$ cat src/hdl/icache_pkg.sv
package icache_pkg;

	// cache geometry, 4 ways x 16 sets x 64-byte lines
	localparam int NUM_WAYS = 4;
	localparam int NUM_SETS = 16;
	localparam int INDEX_W = 4;
	localparam int TAG_W = 22;

	// address split: tag is addr[31:10], set index is addr[9:6]
	localparam int TAG_LSB = 10;
	localparam int INDEX_LSB = 6;

	// per-way data SRAM, four rows per line, four instructions per row
	localparam int ROW_W = 128;
	localparam int ROW_AW = 6;

	// AXI refill, one line is eight 64-bit beats
	localparam int BEAT_W = 64;
	localparam int BEATS = 8;

	localparam int INST_W = 32;

	// read address channel constants
	// arlen is beats minus one
	localparam logic [7:0] AR_LEN = 8'd7;
	// 2^3 = 8 bytes per beat
	localparam logic [2:0] AR_SIZE = 3'd3;
	// INCR burst
	localparam logic [1:0] AR_BURST = 2'b01;

	// one bit per way, one-hot or all zero
	typedef logic [NUM_WAYS-1:0] way_t;

	typedef logic [TAG_W-1:0] tag_t;

	typedef logic [INDEX_W-1:0] index_t;

	typedef logic [ROW_W-1:0] row_t;

	// {set index, row within line}
	typedef logic [ROW_AW-1:0] row_addr_t;

endpackage

$ cat src/hdl/icache_tag_array.sv
`timescale 1ns/1ps

module icache_tag_array (
	input  logic                clk,
	input  logic                rst,
	input  logic [63:0]         addr,
	input  logic                fill_we,
	input  icache_pkg::way_t    fill_way,
	input  icache_pkg::index_t  fill_index,
	input  icache_pkg::tag_t    fill_tag,
	input  logic                inv_valid,
	input  logic [63:0]         inv_addr,
	output icache_pkg::way_t    way_hit
);
	import icache_pkg::*;

	// lookup side fields
	index_t look_index;
	tag_t   look_tag;

	// snoop side fields
	index_t inv_index;
	tag_t   inv_tag;

	// valid bit per way and set
	logic [NUM_SETS-1:0] valid_q [NUM_WAYS];
	// stored tags
	tag_t tag_q [NUM_WAYS][NUM_SETS];

	// ways whose line the snoop kills this cycle
	way_t inv_match;

	assign look_index = addr[INDEX_LSB +: INDEX_W];
	assign look_tag   = addr[TAG_LSB +: TAG_W];
	assign inv_index  = inv_addr[INDEX_LSB +: INDEX_W];
	assign inv_tag    = inv_addr[TAG_LSB +: TAG_W];

	always_comb begin
		for (int w = 0; w < NUM_WAYS; w++) begin
			// four parallel comparators on the indexed set
			way_hit[w] = valid_q[w][look_index] && (tag_q[w][look_index] == look_tag);
			// snoop matches the stored tag, or the tag being filled right now
			// so a store racing the last beat still kills the new line
			inv_match[w] = inv_valid &&
				((tag_q[w][inv_index] == inv_tag) ||
				(fill_we && fill_way[w] && (fill_index == inv_index) &&
				(fill_tag == inv_tag)));
		end
	end

	// valid bits
	always_ff @(posedge clk) begin
		if (rst) begin
			for (int w = 0; w < NUM_WAYS; w++) begin
				valid_q[w] <= '0;
			end
		end else begin
			for (int w = 0; w < NUM_WAYS; w++) begin
				if (fill_we && fill_way[w]) begin
					valid_q[w][fill_index] <= 1'b1;
				end
				// later assignment, so invalidation beats a fill to the same entry
				if (inv_match[w]) begin
					valid_q[w][inv_index] <= 1'b0;
				end
			end
		end
	end

	// tag storage, only meaningful where valid is set
	always_ff @(posedge clk) begin
		for (int w = 0; w < NUM_WAYS; w++) begin
			if (fill_we && fill_way[w]) begin
				tag_q[w][fill_index] <= fill_tag;
			end
		end
	end

	// a line is never allocated twice, so at most one way may match
	a_hit_onehot0: assert property (@(posedge clk) disable iff (rst)
		$onehot0(way_hit));

	// refill engine must name exactly one victim on a tag write
	a_fill_onehot: assert property (@(posedge clk) disable iff (rst)
		fill_we |-> $onehot(fill_way));

endmodule

$ cat config.mk
export PLATFORM = sky130hd
export DESIGN_NAME = icache_tag_array
export DESIGN_NICKNAME = d
export VERILOG_FILES = /design/src/hdl/icache_pkg.sv /design/src/hdl/icache_tag_array.sv
export SDC_FILE = /design/constraint.sdc
export NUM_CORES = 2
export LEC_CHECK = 0
export BUFFER_PORTS_ARGS = -buffer_cell sky130_fd_sc_hd__buf_2
export CORE_ASPECT_RATIO = 1.5
export CORE_MARGIN = 1
export CORE_UTILIZATION = 65
export CTS_CLUSTER_DIAMETER = 200
export DETAILED_ROUTE_END_ITERATION = 8
export PLACE_DENSITY_LB_ADDON = 0.25
export SYNTH_ARGS = -nofsm -noshare
export SYNTH_HDL_FRONTEND = slang
export SYNTH_SLANG_ARGS = --single-unit
$ cat constraint.sdc
create_clock -name clk -period 9.6 [get_ports clk]
set_input_delay 1.92 -clock clk [delete_from_list [all_inputs] [get_ports clk]]
set_output_delay 1.92 -clock clk [all_outputs]
set_load 0.01 [all_outputs]
==> impl_metrics.toml <==
[global_routing]
grt_pass1_wl_um = 331100
grt_pass1_vias = 44910
grt_antenna_before_repair = 14
grt_max_degree = 90
gr-usage-all-layers_pct = 43.29
grt_overflow_total = 0

[detailed_routing]
drcViolationCount = 14
route.met2.wl_um = 108400
initialDrtViolationCount = 7958
vias = 45460
wl_met3_um = 35840
dr.max_layer_used = "met5"
drt-met1-wl_um = 72020
viasPerCell = 8.209
antenna_left = 0
drtPass1Iterations = 9
wl_per_cell_um = 43.08
drt_wl_total_um = 238600

[floorplanning]
dieArea_um2 = 112600
die_h_um = 410.5
die_w_um = 274.4
core_um2 = 110200
num_rows = 149
start_util_pct = 65.64
pin_count = 166

[cells_and_area]
drive_gt1_share_pct = 30.30
nets = 4155
syn_to_final_growth_pct = 9.446
fill_cells = 6401

[clocking]
ctsHoldBuffers = 0
clkLatencyLatePin_ns = 0.79
cts_resized = 0
cts_buffer_depth = 3
cts_inserted_buffers = 136
clock_sinks = 1472
cts-root-buf = "clkbuf_16"
cts_setup_buffers = 0
path_clk_slew_ns = 0.07
tritoncts = "built"
h-tree-depth = 4

[sta]
rsz0062_at_grt = "no"
finalSetupTns_ns = 0
slew_viol_final = 0
max_slew_margin_pct = 3.351
layout_min_cycle_time_ns = 7.731
final-hold-violation-count = 0
fmax_mhz = 129.3
fin_ws_ns = 1.869
setup_viol = 0
fin_skew_ns = 0.02481
worst_pin_slew_ns = 1.444
min_period_over_period_pct = 80.53

[synth]
synth_cell_type_count = 74
syn-cell-area_um2 = 72320
synth_edf_count = 1472
synthArstFlopShare_pct = 0
ys_ff_latch = 1472
ys_seq_area_share_pct = 61.12
synthFlopType = "edfxtp_1"
syn_area_per_cell_um2 = 18.30
synthCells = 3952
ys_warn_count = 0
syn_nets = 4114

[worst_setup_path]
criticalPathCategory = "in -> out"
crit_chain = "buf_8 -> buf_12 -> mux4_2 -> mux2i_1 -> o21ai_0 -> nor3_1 -> a21oi_1 -> nor4_1 -> buf_2"
start_kind = "input port"
worst-path-max-fanout = 44
crit_path_end_kind = "output port"
critical_path_required_ns = 7.68
critical_path.top_delay_family = "multiplexers"
crit_buf_inv = 3
crit_slowest_cell = "mux2i_1"
cp_slowest_stage_delay_ns = 1.03
crit_arrival_ns = 5.81

[outcome]
failed_checks = "DRC"
status = "finished, violations left"

[place]
post-place-ws_ns = 2.054
place.gp.congestion = 1.036
dp_hpwl_um = 141100
portBuffers = 89

[pwr]
p_per_area_nw_per_um2 = 180.7
ir_drop_mv = 0.1834
p_leak_uw = 0.02542

[min_path]
holdCritPathClass = "in -> reg"

[flow_run]
cap_violations = 0
worst paths after layout:
check / slack, ns / endpoint / cells after the start / from
worst min-delay path: 1.57 / tag_q[2][334] / 1 / fill_tag[4]
worst max register to register: 5.11 / valid_q[1][0] / 8 / tag_q[1][5]
worst min register to register: 1.65 / valid_q[3][8] / 8 / tag_q[3][174]
worst max-delay path: 1.87 / way_hit[3] / 9 / addr[6]
registers in the layout, indices dropped and copies added (netlist names):
signal,cells
tag_q,1408
valid_q,64
per-layer routing:
layer	GRT usage, %	vias up
li1	-	16870
met1	53.06	23110
met4	32.12	6
met2	64.30	4313
met3	14.49	1163
met5	0.3883	-
final cells by class:
cell class              instances  area (um2)  area share (%)
clock buffers                 161        3582           4.526
diodes                          8       20.02         0.02529
inverters                      15       58.81         0.07430
repair buffers                228        1745           2.205
flip-flops and latches       1472       44200           55.85
well taps                    1434        1794           2.267
multi-input cells            2140       26820           33.89
clock inverters                80       924.6           1.168
stage by stage:
stage	hold slack, ns	cell area (um2)	instances	util, %	total power [uW]
after floorplan	1.280	72320	3952	-	8225
after global placement	1.552	74620	5289	67.73	8751
after detailed placement	1.611	74620	5289	67.73	8779
after CTS	1.537	79130	5530	71.82	14230
after global routing	1.531	79130	5531	71.82	14520
final	1.571	79150	5538	71.84	14310
synthesized netlist by cell type (27+ instances only):
cell | number | share of area, %
o41ai_1 | 43 | 0.52
xnor2_1 | 112 | 1.4
edfxtp_1 | 1472 | 61
clkbuf_1 | 124 | 0.64
or3_1 | 30 | 0.26
nor2_1 | 120 | 0.62
nand3_1 | 69 | 0.48
nand4_1 | 33 | 0.29
nand2_1 | 93 | 0.48
buf_2 | 94 | 0.65
mux2i_1 | 346 | 4.8
nor4_1 | 27 | 0.23
o22ai_1 | 54 | 0.47
a22oi_1 | 71 | 0.74
buf_1 | 50 | 0.26
mux2_2 | 57 | 0.89
mux4_2 | 673 | 21
buf_4 | 33 | 0.34
xor2_1 | 100 | 1.2
report_power, final:
| part | switching (uW) | internal, uW | total, uW |
|---|---|---|---|
| logic | 935 | 568 | 1500 |
| clock network | 2430 | 3170 | 5600 |
| registers | 40.9 | 7170 | 7210 |
cells in the final DEF, fill, tap and decap left out, types with 30 or more instances in the layout:
cell type	netlist	layout
mux2_2	57	57
o41ai_1	43	43
mux2i_1	346	346
clkbuf_16	0	140
xnor2_1	112	112
nand2_1	93	91
nand4_1	33	33
edfxtp_1	1472	1472
nor2_1	120	58
nand3_1	69	69
nor2_4	0	46
buf_2	94	81
mux4_2	673	673
buf_4	33	124
xor2_1	100	100
a22oi_1	71	71
or3_1	30	30
o22ai_1	54	54
logic make-up (layout without fill, tap and decap cells):
group | after synthesis | count (layout) | share of synthesized area (%)
XOR/XNOR | 212 | 212 | 2.567
multiplexers | 1076 | 1076 | 26.63
buffers and inverters | 340 | 484 | 2.365
flip-flops | 1472 | 1472 | 61.12
other | 0 | 8 | 0
AND/OR/NAND/NOR | 476 | 476 | 3.324
AO/OA/AOI/OAI | 376 | 376 | 3.988
No activity file was read; power rests on OpenSTA's default activity.
