--- config.mk ---
export PLATFORM = sky130hd
export DESIGN_NAME = icache_refill
export DESIGN_NICKNAME = d
export VERILOG_FILES = /design/src/hdl/icache_pkg.sv /design/src/hdl/icache_refill.sv
export SDC_FILE = /design/constraint.sdc
export NUM_CORES = 1
export LEC_CHECK = 0
export ABC_AREA = 1
export BUFFER_PORTS_ARGS = -buffer_cell sky130_fd_sc_hd__buf_2
export CAP_MARGIN = 20
export CORE_AREA = 2 2 192 194
export DETAILED_ROUTE_END_ITERATION = 6
export DIE_AREA = 0 0 194 196
export PLACE_DENSITY = 0.41
export SYNTH_ARGS = -nofsm -noshare
export SYNTH_HDL_FRONTEND = slang
export SYNTH_SLANG_ARGS = --single-unit
--- constraint.sdc ---
create_clock -name clk -period 2.9 [get_ports clk]
set_input_delay 0.29 -clock clk [delete_from_list [all_inputs] [get_ports clk]]
set_output_delay 0.29 -clock clk [all_outputs]
set_load 0.005 [all_outputs]
--- src/hdl/icache_pkg.sv ---
package icache_pkg;

	// cache geometry, 4 ways x 16 sets x 64-byte lines
	localparam int NUM_WAYS = 4;
	localparam int NUM_SETS = 16;
	localparam int INDEX_W = 4;
	localparam int TAG_W = 22;

	// address split: tag is addr[31:10], set index is addr[9:6]
	localparam int TAG_LSB = 10;
	localparam int INDEX_LSB = 6;

	// per-way data SRAM, four rows per line, four instructions per row
	localparam int ROW_W = 128;
	localparam int ROW_AW = 6;

	// AXI refill, one line is eight 64-bit beats
	localparam int BEAT_W = 64;
	localparam int BEATS = 8;

	localparam int INST_W = 32;

	// read address channel constants
	// arlen is beats minus one
	localparam logic [7:0] AR_LEN = 8'd7;
	// 2^3 = 8 bytes per beat
	localparam logic [2:0] AR_SIZE = 3'd3;
	// INCR burst
	localparam logic [1:0] AR_BURST = 2'b01;

	// one bit per way, one-hot or all zero
	typedef logic [NUM_WAYS-1:0] way_t;

	typedef logic [TAG_W-1:0] tag_t;

	typedef logic [INDEX_W-1:0] index_t;

	typedef logic [ROW_W-1:0] row_t;

	// {set index, row within line}
	typedef logic [ROW_AW-1:0] row_addr_t;

endpackage

--- src/hdl/icache_refill.sv ---
`timescale 1ns/1ps

module icache_refill (
	input  logic                          clk,
	input  logic                          rst,
	input  logic [63:0]                   addr,
	input  logic                          valid,
	input  icache_pkg::way_t              way_hit,
	input  logic                          arready,
	input  logic [icache_pkg::BEAT_W-1:0] rdata,
	input  logic [1:0]                    rresp,
	input  logic                          rlast,
	input  logic                          rvalid,
	output logic [31:0]                   araddr,
	output logic [7:0]                    arlen,
	output logic [2:0]                    arsize,
	output logic [1:0]                    arburst,
	output logic                          arvalid,
	output logic                          rready,
	output logic                          lookup_fire,
	output logic                          hit_out,
	output icache_pkg::way_t              sram_ce,
	output icache_pkg::way_t              sram_we,
	output icache_pkg::row_addr_t         row_addr,
	output icache_pkg::row_t              wmask,
	output icache_pkg::row_t              wdata,
	output logic                          fill_we,
	output icache_pkg::way_t              fill_way,
	output icache_pkg::index_t            fill_index,
	output icache_pkg::tag_t              fill_tag
);
	import icache_pkg::*;

	typedef enum logic {
		ST_IDLE,
		ST_REFILL
	} state_t;

	state_t state_q;
	state_t state_d;

	// beat number within the current burst
	logic [$clog2(BEATS)-1:0] beat_q;
	// rotating victim pointer, one-hot
	way_t victim_q;

	// set and tag of the line being fetched
	index_t miss_index_q;
	tag_t   miss_tag_q;

	logic idle;
	logic any_hit;
	logic ar_fire;
	logic beat_fire;

	assign idle    = (state_q == ST_IDLE);
	assign any_hit = (way_hit != '0);

	// read address channel, address is still combinational from the fetch side
	assign arvalid = idle && valid && !any_hit;
	assign araddr  = {addr[31:INDEX_LSB], {INDEX_LSB{1'b0}}};
	assign arlen   = AR_LEN;
	assign arsize  = AR_SIZE;
	assign arburst = AR_BURST;
	assign ar_fire = arvalid && arready;

	// data is always accepted, rresp is taken but not acted on
	assign rready    = 1'b1;
	assign beat_fire = !idle && rvalid;

	assign lookup_fire = idle && valid && any_hit;
	assign hit_out     = idle && any_hit;

	always_comb begin
		state_d = state_q;
		case (state_q)
			ST_IDLE: begin
				if (ar_fire) begin
					state_d = ST_REFILL;
				end
			end
			ST_REFILL: begin
				if (beat_fire && rlast) begin
					state_d = ST_IDLE;
				end
			end
			default: begin
				state_d = ST_IDLE;
			end
		endcase
	end

	always_ff @(posedge clk) begin
		if (rst) begin
			state_q  <= ST_IDLE;
			beat_q   <= '0;
			victim_q <= way_t'(1);
		end else begin
			state_q <= state_d;
			if (idle) begin
				beat_q <= '0;
				// pseudo-random replacement, advances each idle cycle
				victim_q <= {victim_q[NUM_WAYS-2:0], victim_q[NUM_WAYS-1]};
			end else if (beat_fire) begin
				// rvalid gaps simply stall the count
				beat_q <= beat_q + 1'b1;
			end
		end
	end

	// capture the miss line on address handshake
	always_ff @(posedge clk) begin
		if (ar_fire) begin
			miss_index_q <= addr[INDEX_LSB +: INDEX_W];
			miss_tag_q   <= addr[TAG_LSB +: TAG_W];
		end
	end

	// idle reads the hitting way, refill writes the victim beat by beat
	assign sram_ce  = idle ? (valid ? way_hit : '0) : (beat_fire ? victim_q : '0);
	assign sram_we  = beat_fire ? victim_q : '0;
	assign row_addr = idle ? addr[TAG_LSB-1 -: ROW_AW]
		: {miss_index_q, beat_q[$clog2(BEATS)-1:1]};

	// even beat fills the low half of the row, odd beat the high half
	assign wmask = beat_q[0] ? {{BEAT_W{1'b1}}, {BEAT_W{1'b0}}}
		: {{BEAT_W{1'b0}}, {BEAT_W{1'b1}}};
	assign wdata = {rdata, rdata};

	// tag goes in with the last beat
	assign fill_we    = beat_fire && rlast;
	assign fill_way   = victim_q;
	assign fill_index = miss_index_q;
	assign fill_tag   = miss_tag_q;

	// an offered request stays up and unchanged until the memory side takes it
	a_ar_hold: assert property (@(posedge clk) disable iff (rst)
		arvalid && !arready |=> arvalid && $stable(araddr));

	// memory side may only end a burst we asked for
	a_rlast_beat: assert property (@(posedge clk) disable iff (rst)
		rlast |-> rvalid && (state_q == ST_REFILL));

	// response code must at least be driven on every beat
	a_rresp_known: assert property (@(posedge clk) disable iff (rst)
		beat_fire |-> !$isunknown(rresp));

endmodule

==> results.cfg <==
[routing]
wl_per_cell_um = 10.1
dr.pass1.iters = 4
num_vias = 1946
drt_iter0_markers = 17
via_per_inst = 2.31
drt-total-wl_um = 8510
drc = 0
ant_nets = 0

[timing]
fin_crit_ps = 2010
rsz0062_at_grt = false
timing.final.crit_share = 0.692
fin_skew_ps = 3.08
slew_viol_final = 0
hold_viol_final = 0
slew-limit-headroom = 0.656
holdWs_ps = 196
worstMarginPinSlew_ps = 516
setup_viol = 0
setup_tns_ps = 0
fmax_mhz = 498

[power_and_ir_drop]
clkPwrFrac = 0.445
sw_frac_of_total = 0.232
pwr-share-seq = 0.458
intPower_mw = 0.896
p_total_mw = 1.17
leakagePower_nw = 1.56
ir_worst_vdd_mv = 0.570
switching_power_mw = 0.271
p_per_area_nw_per_um2 = 354
comb_power_share = 0.096

[worst_hold_path]
hp-class = in -> reg

[synthesis]
async_flop_share = 0
ys_seq_area_frac = 0.266
yosys_warnings = 0
synth-edff-count = 26
synth_seq_cells = 34
syn_area_um2 = 3540
synth_cell_types = 19
ys.flop_type = edfxtp_1
postSynthAreaPerCell_um2 = 8.68
syn_inst = 408

[cts]
cts_hold_buf = 0
clk_pin_slew_ps = 50
cts_sinks = 34
cts_buffers = 5
htreeDepth = 2
cts_tree = done
cts_setup_buffers = 0
root_buffer = clkbuf_16
post_cts_resized = 0
clk_path_buf_depth = 2
clock_latency_ps = 280

[critical_path]
path_class = reg -> out
path_max_fanout = 12
path_buf_inv = 1
start_kind = flop
critical_path.top_delay_family = flip-flops
arrival_ps = 1720
slowest_delay_ps = 620
cp.required_ps = 2610
crit_slowest_cell = dfxtp_1
cp-end-kind = output pin
cp_cell_sequence = nand2_1 > nor2_1 > a31o_2 > buf_2

[final_layout]
utilization = 0.0913
layout_commonest_cell = buf_2
diodes = 0
area_growth_pct = -6.96
drive_gt1_frac = 0.692
nets = 513
layout_common_cells = buf_2 (239), edfxtp_1 (26), nand2_1 (25)

[grt]
first_global_vias = 1681
grt_pass1_wl_um = 11000
grt_max_degree = 67
gr-total-overflow = 0
antenna_found_initial = 0
grt_use_total = 0.0394

[die]
core_um2 = 36100
die_area_um2 = 38000
io_pins = 490
initial_core_util = 0.0981
rows = 70
die_w_um = 194
die-height_um = 196

[placed_design]
io_buffers = 239
dp_hpwl_um = 7000
gp_routability_congestion = 0.712

[run]
maxCapViolations = 0

[outcome]
outcome = finished clean
## registers in the layout (all words and copies together), names as in the netlist
register / flops
state_q: 1
fill_way: 4
fill_index: 4
beat_q: 3
fill_tag: 22
## routing by layer
layer,up-vias,GRT usage,routed length (µm)
met4,0,0.0323,513
met5,-,0,0
met2,256,0.0654,3930
met1,768,0.0334,2530
met3,47,0.0251,1540
li1,875,-,-
## cells in the mapped netlist, types with 2 or more instances
cell,number,area share
inv_1,10,0.011
dfxtp_1,8,0.045
o21ai_1,5,0.0071
o21ai_0,2,0.0028
nor2_2,3,0.0053
nand2_1,25,0.027
conb_1,2,0.0021
a21oi_1,8,0.011
nor2_1,7,0.0074
buf_4,302,0.64
a31o_2,3,0.0074
edfxtp_1,26,0.22
## worst paths after layout
kind	from	end	slack, ps	depth (start not counted)
max	state_q$_SDFF_PP0_	sram_ce[0]	890	4
min	addr[15]	fill_tag[5]$_DFFE_PP_	200	1
max reg2reg	state_q$_SDFF_PP0_	fill_tag[11]$_DFFE_PP_	1000	4
min reg2reg	beat_q[1]$_SDFFE_PP0P_	beat_q[1]$_SDFFE_PP0P_	470	2
## through the flow
stage	instance area [µm²]	worst slack, ps	cells
after floorplan	3610	542	426
after global placement	3150	986	833
after detailed placement	3150	955	833
after CTS	3290	836	841
after global routing	3290	749	841
final	3290	893	841
## power by group through the flow
stage	logic [mW]	clock network, mW	registers [mW]
after floorplan	0.230	0	0.545
after global placement	0.115	0	0.545
after detailed placement	0.115	0	0.545
after CTS	0.115	0.538	0.535
after global routing	0.125	0.552	0.536
final	0.112	0.520	0.535
## kinds of logic after synthesis
kind of cell	share of synthesized area
DFF	0.266
AOI/OAI and AO/OA	0.0311
other	0.00212
buffers and inverters	0.653
adders and majority gates	0.00353
and+or+nand+nor	0.0442
## layout make-up
cell class | instances | area (µm²)
timing repair buffer | 242 | 1220
inverter | 11 | 41.3
clock inverter | 3 | 16.3
sequential | 34 | 942
tap | 468 | 586
clock buffer | 5 | 125
fill | 4238 | 32800
multi-input combinational | 78 | 365
Note: power is estimated with default switching activity, not from simulation.
