===== src/hdl/icache_pkg.sv =====
package icache_pkg;

	// cache geometry, 4 ways x 16 sets x 64-byte lines
	localparam int NUM_WAYS = 4;
	localparam int NUM_SETS = 16;
	localparam int INDEX_W = 4;
	localparam int TAG_W = 22;

	// address split: tag is addr[31:10], set index is addr[9:6]
	localparam int TAG_LSB = 10;
	localparam int INDEX_LSB = 6;

	// per-way data SRAM, four rows per line, four instructions per row
	localparam int ROW_W = 128;
	localparam int ROW_AW = 6;

	// AXI refill, one line is eight 64-bit beats
	localparam int BEAT_W = 64;
	localparam int BEATS = 8;

	localparam int INST_W = 32;

	// read address channel constants
	// arlen is beats minus one
	localparam logic [7:0] AR_LEN = 8'd7;
	// 2^3 = 8 bytes per beat
	localparam logic [2:0] AR_SIZE = 3'd3;
	// INCR burst
	localparam logic [1:0] AR_BURST = 2'b01;

	// one bit per way, one-hot or all zero
	typedef logic [NUM_WAYS-1:0] way_t;

	typedef logic [TAG_W-1:0] tag_t;

	typedef logic [INDEX_W-1:0] index_t;

	typedef logic [ROW_W-1:0] row_t;

	// {set index, row within line}
	typedef logic [ROW_AW-1:0] row_addr_t;

endpackage


===== src/hdl/icache_fetch_out.sv =====
`timescale 1ns/1ps

module icache_fetch_out (
	input  logic             clk,
	input  logic             rst,
	input  logic             flush,
	input  logic             lookup_fire,
	input  icache_pkg::way_t way_hit,
	input  logic [1:0]       word_sel,
	input  icache_pkg::row_t rdata0,
	input  icache_pkg::row_t rdata1,
	input  icache_pkg::row_t rdata2,
	input  icache_pkg::row_t rdata3,
	output logic [31:0]      inst,
	output logic             ready
);
	import icache_pkg::*;

	// way that hit in the lookup cycle, zero when nothing to return
	way_t way_q;
	// instruction slot within the row
	logic [1:0] word_q;

	row_t row_sel;

	always_ff @(posedge clk) begin
		if (rst || flush) begin
			// flush drops the pending result
			way_q <= '0;
			ready <= 1'b0;
		end else if (lookup_fire) begin
			way_q <= way_hit;
			ready <= 1'b1;
		end else begin
			way_q <= '0;
			ready <= 1'b0;
		end
	end

	always_ff @(posedge clk) begin
		if (lookup_fire) begin
			word_q <= word_sel;
		end
	end

	// SRAM output is valid the cycle after the read, same as way_q
	always_comb begin
		case (way_q)
			4'b0001: row_sel = rdata0;
			4'b0010: row_sel = rdata1;
			4'b0100: row_sel = rdata2;
			4'b1000: row_sel = rdata3;
			default: row_sel = '0;
		endcase
	end

	assign inst = row_sel[word_q*INST_W +: INST_W];

endmodule


===== config.mk =====
export PLATFORM = sky130hd
export DESIGN_NAME = icache_fetch_out
export DESIGN_NICKNAME = d
export VERILOG_FILES = /design/src/hdl/icache_pkg.sv /design/src/hdl/icache_fetch_out.sv
export SDC_FILE = /design/constraint.sdc
export NUM_CORES = 1
export LEC_CHECK = 0
export BUFFER_PORTS_ARGS = -buffer_cell sky130_fd_sc_hd__buf_2
export CAP_MARGIN = 20
export CORE_AREA = 2 2 216 218
export CTS_BUF_LIST = sky130_fd_sc_hd__clkbuf_4
export DETAILED_ROUTE_END_ITERATION = 6
export DIE_AREA = 0 0 218 220
export SYNTH_ARGS = -nofsm -noshare
export SYNTH_HDL_FRONTEND = slang
export SYNTH_SLANG_ARGS = --single-unit

===== constraint.sdc =====
create_clock -name clk -period 2.1 [get_ports clk]
set_input_delay 0.21 -clock clk [delete_from_list [all_inputs] [get_ports clk]]
set_output_delay 0.21 -clock clk [all_outputs]
set_load 0.1 [all_outputs]

==> run summary, run 1 <==
Final period utilization -> 1.26
DP Cell Count -> 1840
Combinational cell fraction of total power -> 0.884
Drt pass-1 iters -> 5
Post-synth EDFFs -> 2
Largest family of logic cells by synthesized area -> compound AO/OA/AOI/OAI gates
Crit-path cells -> buf_6 > nor4b_4 > buf_12 > buf_16 > buf_4 > buf_12 > a221oi_1 > o21ai_1 > a32o_2 > buf_12
Grt ovf -> 0
Final #Nets -> 1809
Core ar. -> 0.0459 mm2
Compound-Gate Fraction of Synth Area -> 0.601
Critical path's top delay family -> buffers and inverters
Hold Vio Cnt, Final -> 0
Setup_tns -> -14.64 ns
CTS sink count -> 7
Hold path start -> word_sel[0]
Die Area -> 0.0480 mm2
Via density per instance -> 4.85
CP peak stage delay -> 0.37 ns
RSZ-0062 raised after global routing -> yes
Clock power share -> 0.057
Critical path origin -> way_q[3]
Ys async rst share -> 0
PwrDens -> 229 mW/mm2
Slew HR -> 0.596
Routed WL -> 49500 um
Final core utilization -> 0.245
Fillers -> 4993
Cell taking the most area after synthesis -> and3b_1
Mapped Area -> 0.00497 mm2
Max-cap violations -> 0
Fin cells -> 1902
Switching share of power -> 0.493
Post-synthesis adder-cell area fraction -> 0
Dpl ws -> -0.414 ns
Simple-Gate Fraction of Synth Area -> 0.257
Drt wl/cell -> 26.0 um
CP dominant cell by count -> buf_12
Placer Congestion -> 0.936
Worst setup EP type -> output port
Vias in the first global route -> 8774
Die Ht -> 220 um
I/O Buffers -> 554
Setup CP Type -> flip-flop to output port
Failing checks -> negative setup slack
Reg area -> 170 um2
Synth unique cells -> 29
Register area share after synthesis -> 0.0322
Hold buffer count at cts -> 0
Status -> finished with violations
Post-route ant nets -> 0
Lkg Pwr -> 5.43 nW
Fin crit period -> 2.64 ns
CP startpoint kind -> flip-flop
Bufs on Longest Clock Path -> 2
Crit Path Max Fanout -> 11
Std cell rows -> 79
Top post-synthesis cells by area -> and3b_1 23%, a221oi_1 19%, a22oi_1 14%
Setup violations, final -> 32
VDD IR-drop max -> 124 uV
DRT iter0 DRCs -> 634
First-pass GRT wire length -> 63900 um
Ys flop type -> dfxtp_1
Final worst slack -> -0.536 ns
Commonest cells in the netlist -> 128 x and3b_1, 110 x o21ai_0, 106 x a221oi_1, 95 x a22oi_1, 57 x clkbuf_1
DP Wirelength -> 40800 um
Worst hold slack -> 0.128 ns
Largest net degree at the start of global routing -> 49
Post-Synth XOR/XNOR Area -> 0
Critical Path RT -> 1.89 ns
CTS H-Tree Depth -> 1
Slew @ Worst Pin -> 0.606 ns
Gate Count Post-Synth -> 651
Ys Warns -> 0
CTS root buf -> clkbuf_4
Initial Util -> 0.108
Max frequency -> 379 MHz
Max-slew violations -> 0
Synth-to-layout area growth -> 126%
Initial antenna violation count -> 38
DRC Markers -> 0
Vias after detailed routing -> 9224
Top-count cell post-synth -> and3b_1
Synth top area share -> 0.226
CP arrival -> 2.43 ns
Avg Cell Area, Syn -> 7.64 um2
Clock buffer count from CTS -> 3
Internal power -> 1.30 mW
Area occupied by multi-input gates -> 0.00475 mm2
TritonCTS clock tree -> done
Share of cells above drive strength 1 -> 0.668
Critical path's slowest cell -> dfxtp_4
Die width -> 218 um
Synthesized flop and latch total -> 7
I/O pins -> 555
Switching power -> 1.27 mW
Worst Hold Class -> primary input to flip-flop
Mapped Nets -> 1173
WP buf/inv -> 6
Mux cell area share after synthesis -> 0
Clk slew on worst S/H paths -> 0.06 ns
Overall routing resource usage -> 0.189
Sequential share of power -> 0.059
[flip-flops by register name, indices dropped and copies added (netlist names)]
name    flops
word_q      2
way_q       4
ready       1
[cells in the final DEF, fill, tap and decap left out, drive strengths merged, types with 2 or more instances in the layout]
cell    netlist  routed
a22oi        95      95
nor2          3       3
diode         0       9
nor2b         4       4
and3b       128     128
or2           2       2
a32o         32      32
nand3b        2       2
buf          49     733
edfxtp        2       2
inv           3       2
and2          4       4
dfxtp         5       5
a221oi      127     127
nor4b         3       3
o21ai       129     129
clkbuf       57       8
[routing by layer]
metal | wire, um | track usage
met1 | 21200 | 0.244
met2 | 22500 | 0.314
met3 | 4450 | 0.0465
met4 | 1210 | 0.0401
met5 | 183 | 0.0167
[cell type report]
class,count,share of cell area
clock buffers,4,0.00268
flip-flops and latches,7,0.0152
well taps,607,0.0677
repair buffers,737,0.488
inverters,3,0.00156
multi-input cells,535,0.423
diodes,9,0.00201
[path summary, 6_finish.rpt]
path	to	depth (start not counted)
worst max-delay path	inst[26]	10
worst min-delay path	word_q[0]	1
[stage by stage]
step / power (mW) / instance area [um2]
final: 2.58 / 11200
after detailed placement: 2.20 / 9900
after CTS: 2.50 / 10700
after global placement: 2.18 / 9900
after floorplan: 0.979 / 5020
after global routing: 2.72 / 11200
[power groups by stage]
stage	Clock, mW	Combinational [mW]	Sequential, mW
after floorplan	0	0.823	0.156
after global placement	0	2.02	0.157
after detailed placement	0	2.04	0.158
after CTS	0.151	2.20	0.153
after global routing	0.158	2.41	0.153
final	0.146	2.28	0.152
[kinds of logic after synthesis]
group | after synthesis
buf+inv | 109
flops | 7
simple gates | 147
compound gates | 388
[timing repair]
item / in CTS / in global routing
buffers inserted: 26 / 11
gates cloned: 8 / 4
pin swaps: 44 / 36
endpoints found under the hold margin: 0 / 0
endpoints found under the setup margin: 32 / 32
gates resized for setup: 101 / 75
(Power assumes the default switching activity.)
==> inputs of run 2 (changes only) <==
==> constraint.sdc (replaced) <==
create_clock -name clk -period 2.4 [get_ports clk]
set_input_delay 0.24 -clock clk [delete_from_list [all_inputs] [get_ports clk]]
set_output_delay 0.24 -clock clk [all_outputs]
set_load 0.1 [all_outputs]
==> run 2 against run 1 <==
  * The flow still finishes with violations (negative setup slack)
  * Sequential share of layout area rose by 0.092 points
  * Clock power fell by 22%
  * Cell count fell by 1.3%
  * Core utilization fell by 0.73 points
  * Largest cell class unchanged
  * Worst hold slack improved by 0.029 ns
  * Largest power group unchanged
==> run summary, run 2 (synthesis gave the netlist of run 1 again) <==
Max frequency -> 376 MHz
DRC Markers -> 0 (unchanged)
Via density per instance -> 4.76 (-1.8%)
Std cell rows -> 79 (unchanged)
Core ar. -> 0.0459 mm2 (unchanged)
DRT iter0 DRCs -> 646 (+1.9%)
Reg with most FFs -> way_q
Final worst slack -> -0.261 ns (+0.274 ns)
Crit-path cells -> buf_6 > nor4b_4 > buf_4 > buf_4 > buf_12 > a221oi_1 > o21ai_1 > a32o_2 > buf_12
Final #Nets -> 1787 (-1.2%)
Drt wl/cell -> 25.1 um (-3.7%)
Fillers -> 4971 (-0.44%)
Drt pass-1 iters -> 5 (unchanged)
Total power -> 2.24 mW (-13%)
Clk slew on worst S/H paths -> 0.06 ns (about the same)
Commonest cells after routing, fill and taps aside -> 522 x buf_2, 128 x and3b_1, 101 x buf_4, 83 x o21ai_0, 72 x a22oi_1
Slew HR -> 0.681 (+0.0849)
Worst setup EP type -> output port
Grt ovf -> 0 (unchanged)
First-pass GRT wire length -> 60800 um (-4.9%)
Overall routing resource usage -> 0.178 (-0.0104)
Clock buffer count from CTS -> 3 (unchanged)
Fin cells -> 1878 (-1.3%)
RSZ-0062 raised after global routing -> yes
Lkg Pwr -> 5.28 nW (-2.7%)
CP startpoint kind -> flip-flop
Status -> finished with violations
Post-route ant nets -> 0 (unchanged)
Hold buffer count at cts -> 0 (unchanged)
Vias in the first global route -> 8629 (-1.7%)
Setup CP Type -> flip-flop to output port
Fin crit period -> 2.66 ns
Initial antenna violation count -> 17 (-55%)
Max-slew violations -> 0 (unchanged)
I/O pins -> 555 (unchanged)
Initial Util -> 0.108 (unchanged)
Share of cells above drive strength 1 -> 0.684 (+0.0164)
Failing checks -> negative setup slack
Bufs on Longest Clock Path -> 2 (unchanged)
CP arrival -> 2.42 ns (about the same)
Crit Path Max Fanout -> 7 (-4)
Slew @ Worst Pin -> 0.482 ns (-0.124 ns)
Max-cap violations -> 0 (unchanged)
Setup violations, final -> 32 (unchanged)
VDD IR-drop max -> 100 uV (-19%)
CTS H-Tree Depth -> 1 (unchanged)
CTS root buf -> clkbuf_4
Synth-to-layout area growth -> 119%
DP Wirelength -> 38300 um (-6.1%)
Largest regs -> way_q: 4 flops, word_q: 2 flops, ready: 1 flops
Critical path's slowest cell -> a221oi_1
CP peak stage delay -> 0.42 ns (+0.05 ns)
Commonest non-fill, non-tap cell in the layout -> buf_2
DP Cell Count -> 1838 (-0.11%)
Worst Hold Class -> primary input to flip-flop
PwrDens -> 206 mW/mm2 (-10%)
Hold Vio Cnt, Final -> 0 (unchanged)
Routed WL -> 47100 um (-4.9%)
Critical Path RT -> 2.16 ns (+0.27 ns)
Die Area -> 0.0480 mm2 (unchanged)
Largest net degree at the start of global routing -> 43 (-12%)
I/O Buffers -> 554 (unchanged)
Max reg flops -> 4 (unchanged)
Vias after detailed routing -> 8947 (-3.0%)
TritonCTS clock tree -> done
Final period utilization -> 1.11
Placer Congestion -> 1.01 (+7.4%)
Die Ht -> 220 um (unchanged)
CTS sink count -> 7 (unchanged)
Die width -> 218 um (unchanged)
==> run 2: changes by cell type in the layout (fill, tap and decap cells not counted), sizes merged <==
cell and delta:
buf -22, diode -2, bufbuf +2, clkinv +1, clkbuf -3
==> run 2: path summary, 6_finish.rpt <==
check / depth (start not counted) / to / slack, ns / from
worst max-delay path: 9 / inst[20] / -0.26 / way_q[3]
worst min-delay path: 1 / word_q[0] / 0.16 / word_sel[0]
==> run 2: area by class of cell <==
class | count | area, um2 | share of cell area
clock inverter | 1 | 5.00 | 0.000460
clock buffer | 3 | 22.5 | 0.00207
inverter | 3 | 16.3 | 0.00149
tap | 607 | 759 | 0.0697
sequential | 7 | 175 | 0.0161
multi-input combinational | 535 | 4870 | 0.448
timing repair buffer | 715 | 5020 | 0.461
antenna | 7 | 17.5 | 0.00161
==> run 2: what timing repair did <==
item                       4_1_cts  5_1_grt
pin swaps                       24       37
setup buffers                   15       12
setup endpoints to repair       32       32
gates resized for setup        154       40
gates cloned                     3        3
==> run 2: routing by layer <==
| metal | vias to the layer above | wire length [um] | share of wire | GRT usage |
|---|---|---|---|---|
| met2 | 587 | 22400 | 0.48 | 0.313 |
| met4 | 6 | 999 | 0.021 | 0.0317 |
| met3 | 74 | 3730 | 0.079 | 0.0311 |
| li1 | 4041 | - | - | - |
| met1 | 4239 | 19900 | 0.42 | 0.229 |
| met5 | - | 41 | 0.00087 | 0 |
==> run 2: worst max-delay path: cells and delay by family (launching register included) <==
kind / cells / cell delay, ns
compound gates: 3 / 0.98
buf+inv: 5 / 0.73
flops: 1 / 0.41
simple gates: 1 / 0.04
==> run 2: through the flow <==
step	utilization	setup slack [ns]	hold slack, ns	area (um2)	TNS [ns]
floorplan	-	0.00444	0.339	4980	0
global placement	0.212	-0.176	0.419	9710	-0.940
detailed placement	0.212	-0.171	0.419	9710	-1.37
CTS	0.230	-0.217	0.141	10500	-4.26
global route	0.237	-0.275	0.136	10900	-7.71
finish	0.237	-0.261	0.157	10900	-5.56
==> run 2: power by group <==
group	switching (mW)	internal (mW)	leakage, nW
registers	0.00808	0.124	0.0634
clock network	0.0527	0.0614	0.0178
logic	1.07	0.920	5.20
total	1.13	1.11	5.28
==> inputs of run 3 (changes only) <==
--- a/config.mk
+++ b/config.mk
@@ -5,12 +5,13 @@
 export SDC_FILE = /design/constraint.sdc
 export NUM_CORES = 1
 export LEC_CHECK = 0
+export ABC_AREA = 1
 export BUFFER_PORTS_ARGS = -buffer_cell sky130_fd_sc_hd__buf_2
 export CAP_MARGIN = 20
-export CORE_AREA = 2 2 216 218
+export CORE_AREA = 2 2 214 216
 export CTS_BUF_LIST = sky130_fd_sc_hd__clkbuf_4
 export DETAILED_ROUTE_END_ITERATION = 6
-export DIE_AREA = 0 0 218 220
+export DIE_AREA = 0 0 216 218
 export SYNTH_ARGS = -nofsm -noshare
 export SYNTH_HDL_FRONTEND = slang
 export SYNTH_SLANG_ARGS = --single-unit
==> run 3 against run 2 <==
  * Synthesized area rose by 24%
  * Core utilization rose by 3.3 points
  * Critical endpoint is now inst[19]
  * The flow now finishes without violations
  * Critical path type unchanged
  * Wire length rose by 16%
==> run summary, run 3 <==
Status -> finished clean
Ys flop type -> dfxtp_1
RSZ-0062 raised after global routing -> yes
Hold buffer count at cts -> 0 (unchanged)
Setup violations, final -> 0 (-100%)
CP startpoint kind -> flip-flop
Mapped Nets -> 1925 (+64%)
Critical Path RT -> 2.16 ns (about the same)
Fin crit period -> 2.35 ns (-0.311 ns)
Max frequency -> 425 MHz (+13%)
Max-cap violations -> 0 (unchanged)
Die width -> 216 um (-0.92%)
I/O Buffers -> 554 (unchanged)
CTS sink count -> 7 (unchanged)
Final period utilization -> 0.979 (-0.129)
Crit Path Max Fanout -> 16 (+9)
Combinational cell fraction of total power -> 0.908 (+0.018)
I/O pins -> 555 (unchanged)
Worst setup endpoint -> inst[19]
Post-synth EDFFs -> 2 (unchanged)
Fin cells -> 2573 (+37%)
Gate Count Post-Synth -> 1403 (+120%)
Cell taking the most area after synthesis -> nand3_1
Slew @ Worst Pin -> 0.483 ns (+0.000474 ns)
Hold Vio Cnt, Final -> 0 (unchanged)
Ys Warns -> 0 (unchanged)
Mapped Area -> 0.00617 mm2 (+24%)
Avg Cell Area, Syn -> 4.39 um2 (-42%)
Share of cells above drive strength 1 -> 0.410 (-0.274)
Synth-to-layout area growth -> 96.5%
Drt wl/cell -> 21.2 um (-15%)
Final #Nets -> 2492 (+39%)
Core ar. -> 0.0449 mm2 (-2.1%)
CTS H-Tree Depth -> 1 (unchanged)
Reg with most FFs -> way_q
PwrDens -> 245 mW/mm2 (+19%)
First-pass GRT wire length -> 69100 um (+14%)
Max-slew violations -> 0 (unchanged)
Lkg Pwr -> 7.11 nW (+35%)
Cell area after layout -> 0.0121 mm2 (+11%)
Critical path's top delay family -> simple AND/OR/NAND/NOR gates
WP buf/inv -> 4 (-1)
Post-DP Area -> 0.0105 mm2 (+7.8%)
Largest regs -> way_q: 4 flops, word_q: 2 flops, ready: 1 flops
DRT iter0 DRCs -> 869 (+35%)
CP peak stage delay -> 0.37 ns (-0.05 ns)
Switching share of power -> 0.579 (+0.0727)
Slew HR -> 0.680 (about the same)
Initial Util -> 0.137 (+0.0290)
Switching power -> 1.72 mW (+52%)
Commonest cells in the netlist -> 512 x nand3_1, 419 x nand2_1, 200 x nor2_1, 137 x inv_1, 73 x buf_2
Commonest cells after routing, fill and taps aside -> 522 x buf_2, 489 x nand3_1, 359 x nand2_1, 175 x nor2_1, 136 x inv_1
Synthesized flop and latch total -> 7 (unchanged)
Via density per instance -> 4.48 (-6.0%)
Synth top area share -> 0.416 (+0.190)
Setup CP Type -> flip-flop to output port
Top post-synthesis cells by area -> nand3_1 42%, nand2_1 26%, nor2_1 12%
Crit-path cells -> nor2_4 > buf_6 > buf_16 > buf_4 > nand3_1 > nand2_1 > nor2_1 > nand2_1 > nand3_1 > nand2_2 > buf_12
TritonCTS clock tree -> done
Worst setup EP type -> output port
Grt ovf -> 0 (unchanged)
Routed WL -> 54600 um (+16%)
Die Area -> 0.0471 mm2 (-1.8%)
DP Cell Count -> 2504 (+36%)
CP arrival -> 2.11 ns (-0.31 ns)
Post-route ant nets -> 0 (unchanged)
Critical path depth -> 11 (+2)
Register area share after synthesis -> 0.0260 (-0.00624)
Placer Congestion -> 0.924 (-8.1%)
Critical path origin -> way_q[0]
CTS root buf -> clkbuf_4
VDD IR-drop max -> 115 uV (+14%)
Synth unique cells -> 14 (-52%)
DRC Markers -> 0 (unchanged)
Vias in the first global route -> 10500 (+21%)
Clk slew on worst S/H paths -> 0.08 ns (+0.02 ns)
Clock buffer count from CTS -> 3 (unchanged)
Std cell rows -> 78 (-1.3%)
Clock power share -> 0.048 (-0.003)
Max reg flops -> 4 (unchanged)
Commonest non-fill, non-tap cell in the layout -> buf_2
Internal power -> 1.25 mW (+13%)
Initial antenna violation count -> 8 (-9)
Top-count cell post-synth -> nand3_1
Ys async rst share -> 0 (unchanged)
Worst Hold Class -> primary input to flip-flop
Sequential share of power -> 0.044 (-0.015)
Bufs on Longest Clock Path -> 2 (unchanged)
Critical path's slowest cell -> dfxtp_4
Largest net degree at the start of global routing -> 65 (+51%)
Die Ht -> 218 um (-0.91%)
Vias after detailed routing -> 11500 (+29%)
DP Wirelength -> 40400 um (+5.5%)
Drt pass-1 iters -> 5 (unchanged)
Overall routing resource usage -> 0.201 (+0.0228)
==> run 3: layer usage <==
metal  wire length (um)  vias to the layer above  GRT usage
li1                   -                     5621          -
met1              23200                     5138      0.260
met2              26200                      678      0.359
met3               4020                       82     0.0297
met4               1110                        0     0.0285
met5                  0                        -          0
==> run 3: power by group through the flow <==
stage               combinational (mW)  sequential [mW]  clock [mW]
finish                            2.70            0.131       0.142
detailed placement                2.42            0.138           0
floorplan                         1.14            0.137           0
global placement                  2.43            0.138           0
global route                      2.88            0.132       0.156
CTS                               2.55            0.133       0.144
==> run 3: how the worst min path moves through the flow <==
| stage | from | endpoint | slack (ns) | depth (start not counted) |
|---|---|---|---|---|
| after floorplan | word_sel[0] | word_q[0] | 0.34 | 0 |
| after global placement | word_sel[0] | word_q[0] | 0.42 | 1 |
| after detailed placement | word_sel[0] | word_q[0] | 0.42 | 1 |
| after CTS | word_sel[0] | word_q[0] | 0.14 | 1 |
| after global routing | word_sel[0] | word_q[0] | 0.13 | 1 |
| final | word_sel[0] | word_q[0] | 0.14 | 1 |
==> run 3: logic make-up after synthesis <==
kind of cell | Yosys count | share of synthesized area
buffers and inverters | 261 | 0.177
and+or+nand+nor | 1135 | 0.797
DFF | 7 | 0.0260
==> run 3: area by class of cell <==
type	instances	area, um2
Timing Repair Buffer	684	5270
Tap cell	600	751
Antenna cell	4	10.0
Clock buffer	4	30.0
Sequential cell	7	175
Fill cell	5166	32800
Multi-Input combinational cell	1135	5370
Inverter	139	522
==> run 3: through the flow <==
| stage | worst slack (ns) | power [mW] | setup TNS (ns) | utilization | hold WS, ns |
|---|---|---|---|---|---|
| after global routing | -0.0719 | 3.17 | -0.434 | 0.270 | 0.131 |
| after global placement | -0.0962 | 2.56 | -0.136 | 0.233 | 0.417 |
| after detailed placement | -0.0657 | 2.56 | -0.115 | 0.233 | 0.419 |
| final | 0.0493 | 2.97 | 0 | 0.270 | 0.139 |
| after CTS | -0.0138 | 2.82 | -0.0379 | 0.247 | 0.136 |
| after floorplan | 0.304 | 1.28 | 0 | - | 0.339 |
==> run 3: repair_timing <==
item,4_1_cts,5_1_grt
buffers inserted,10,27
pin swaps,6,20
gates cloned,8,16
gates resized for setup,68,104
endpoints found under the setup margin,32,32
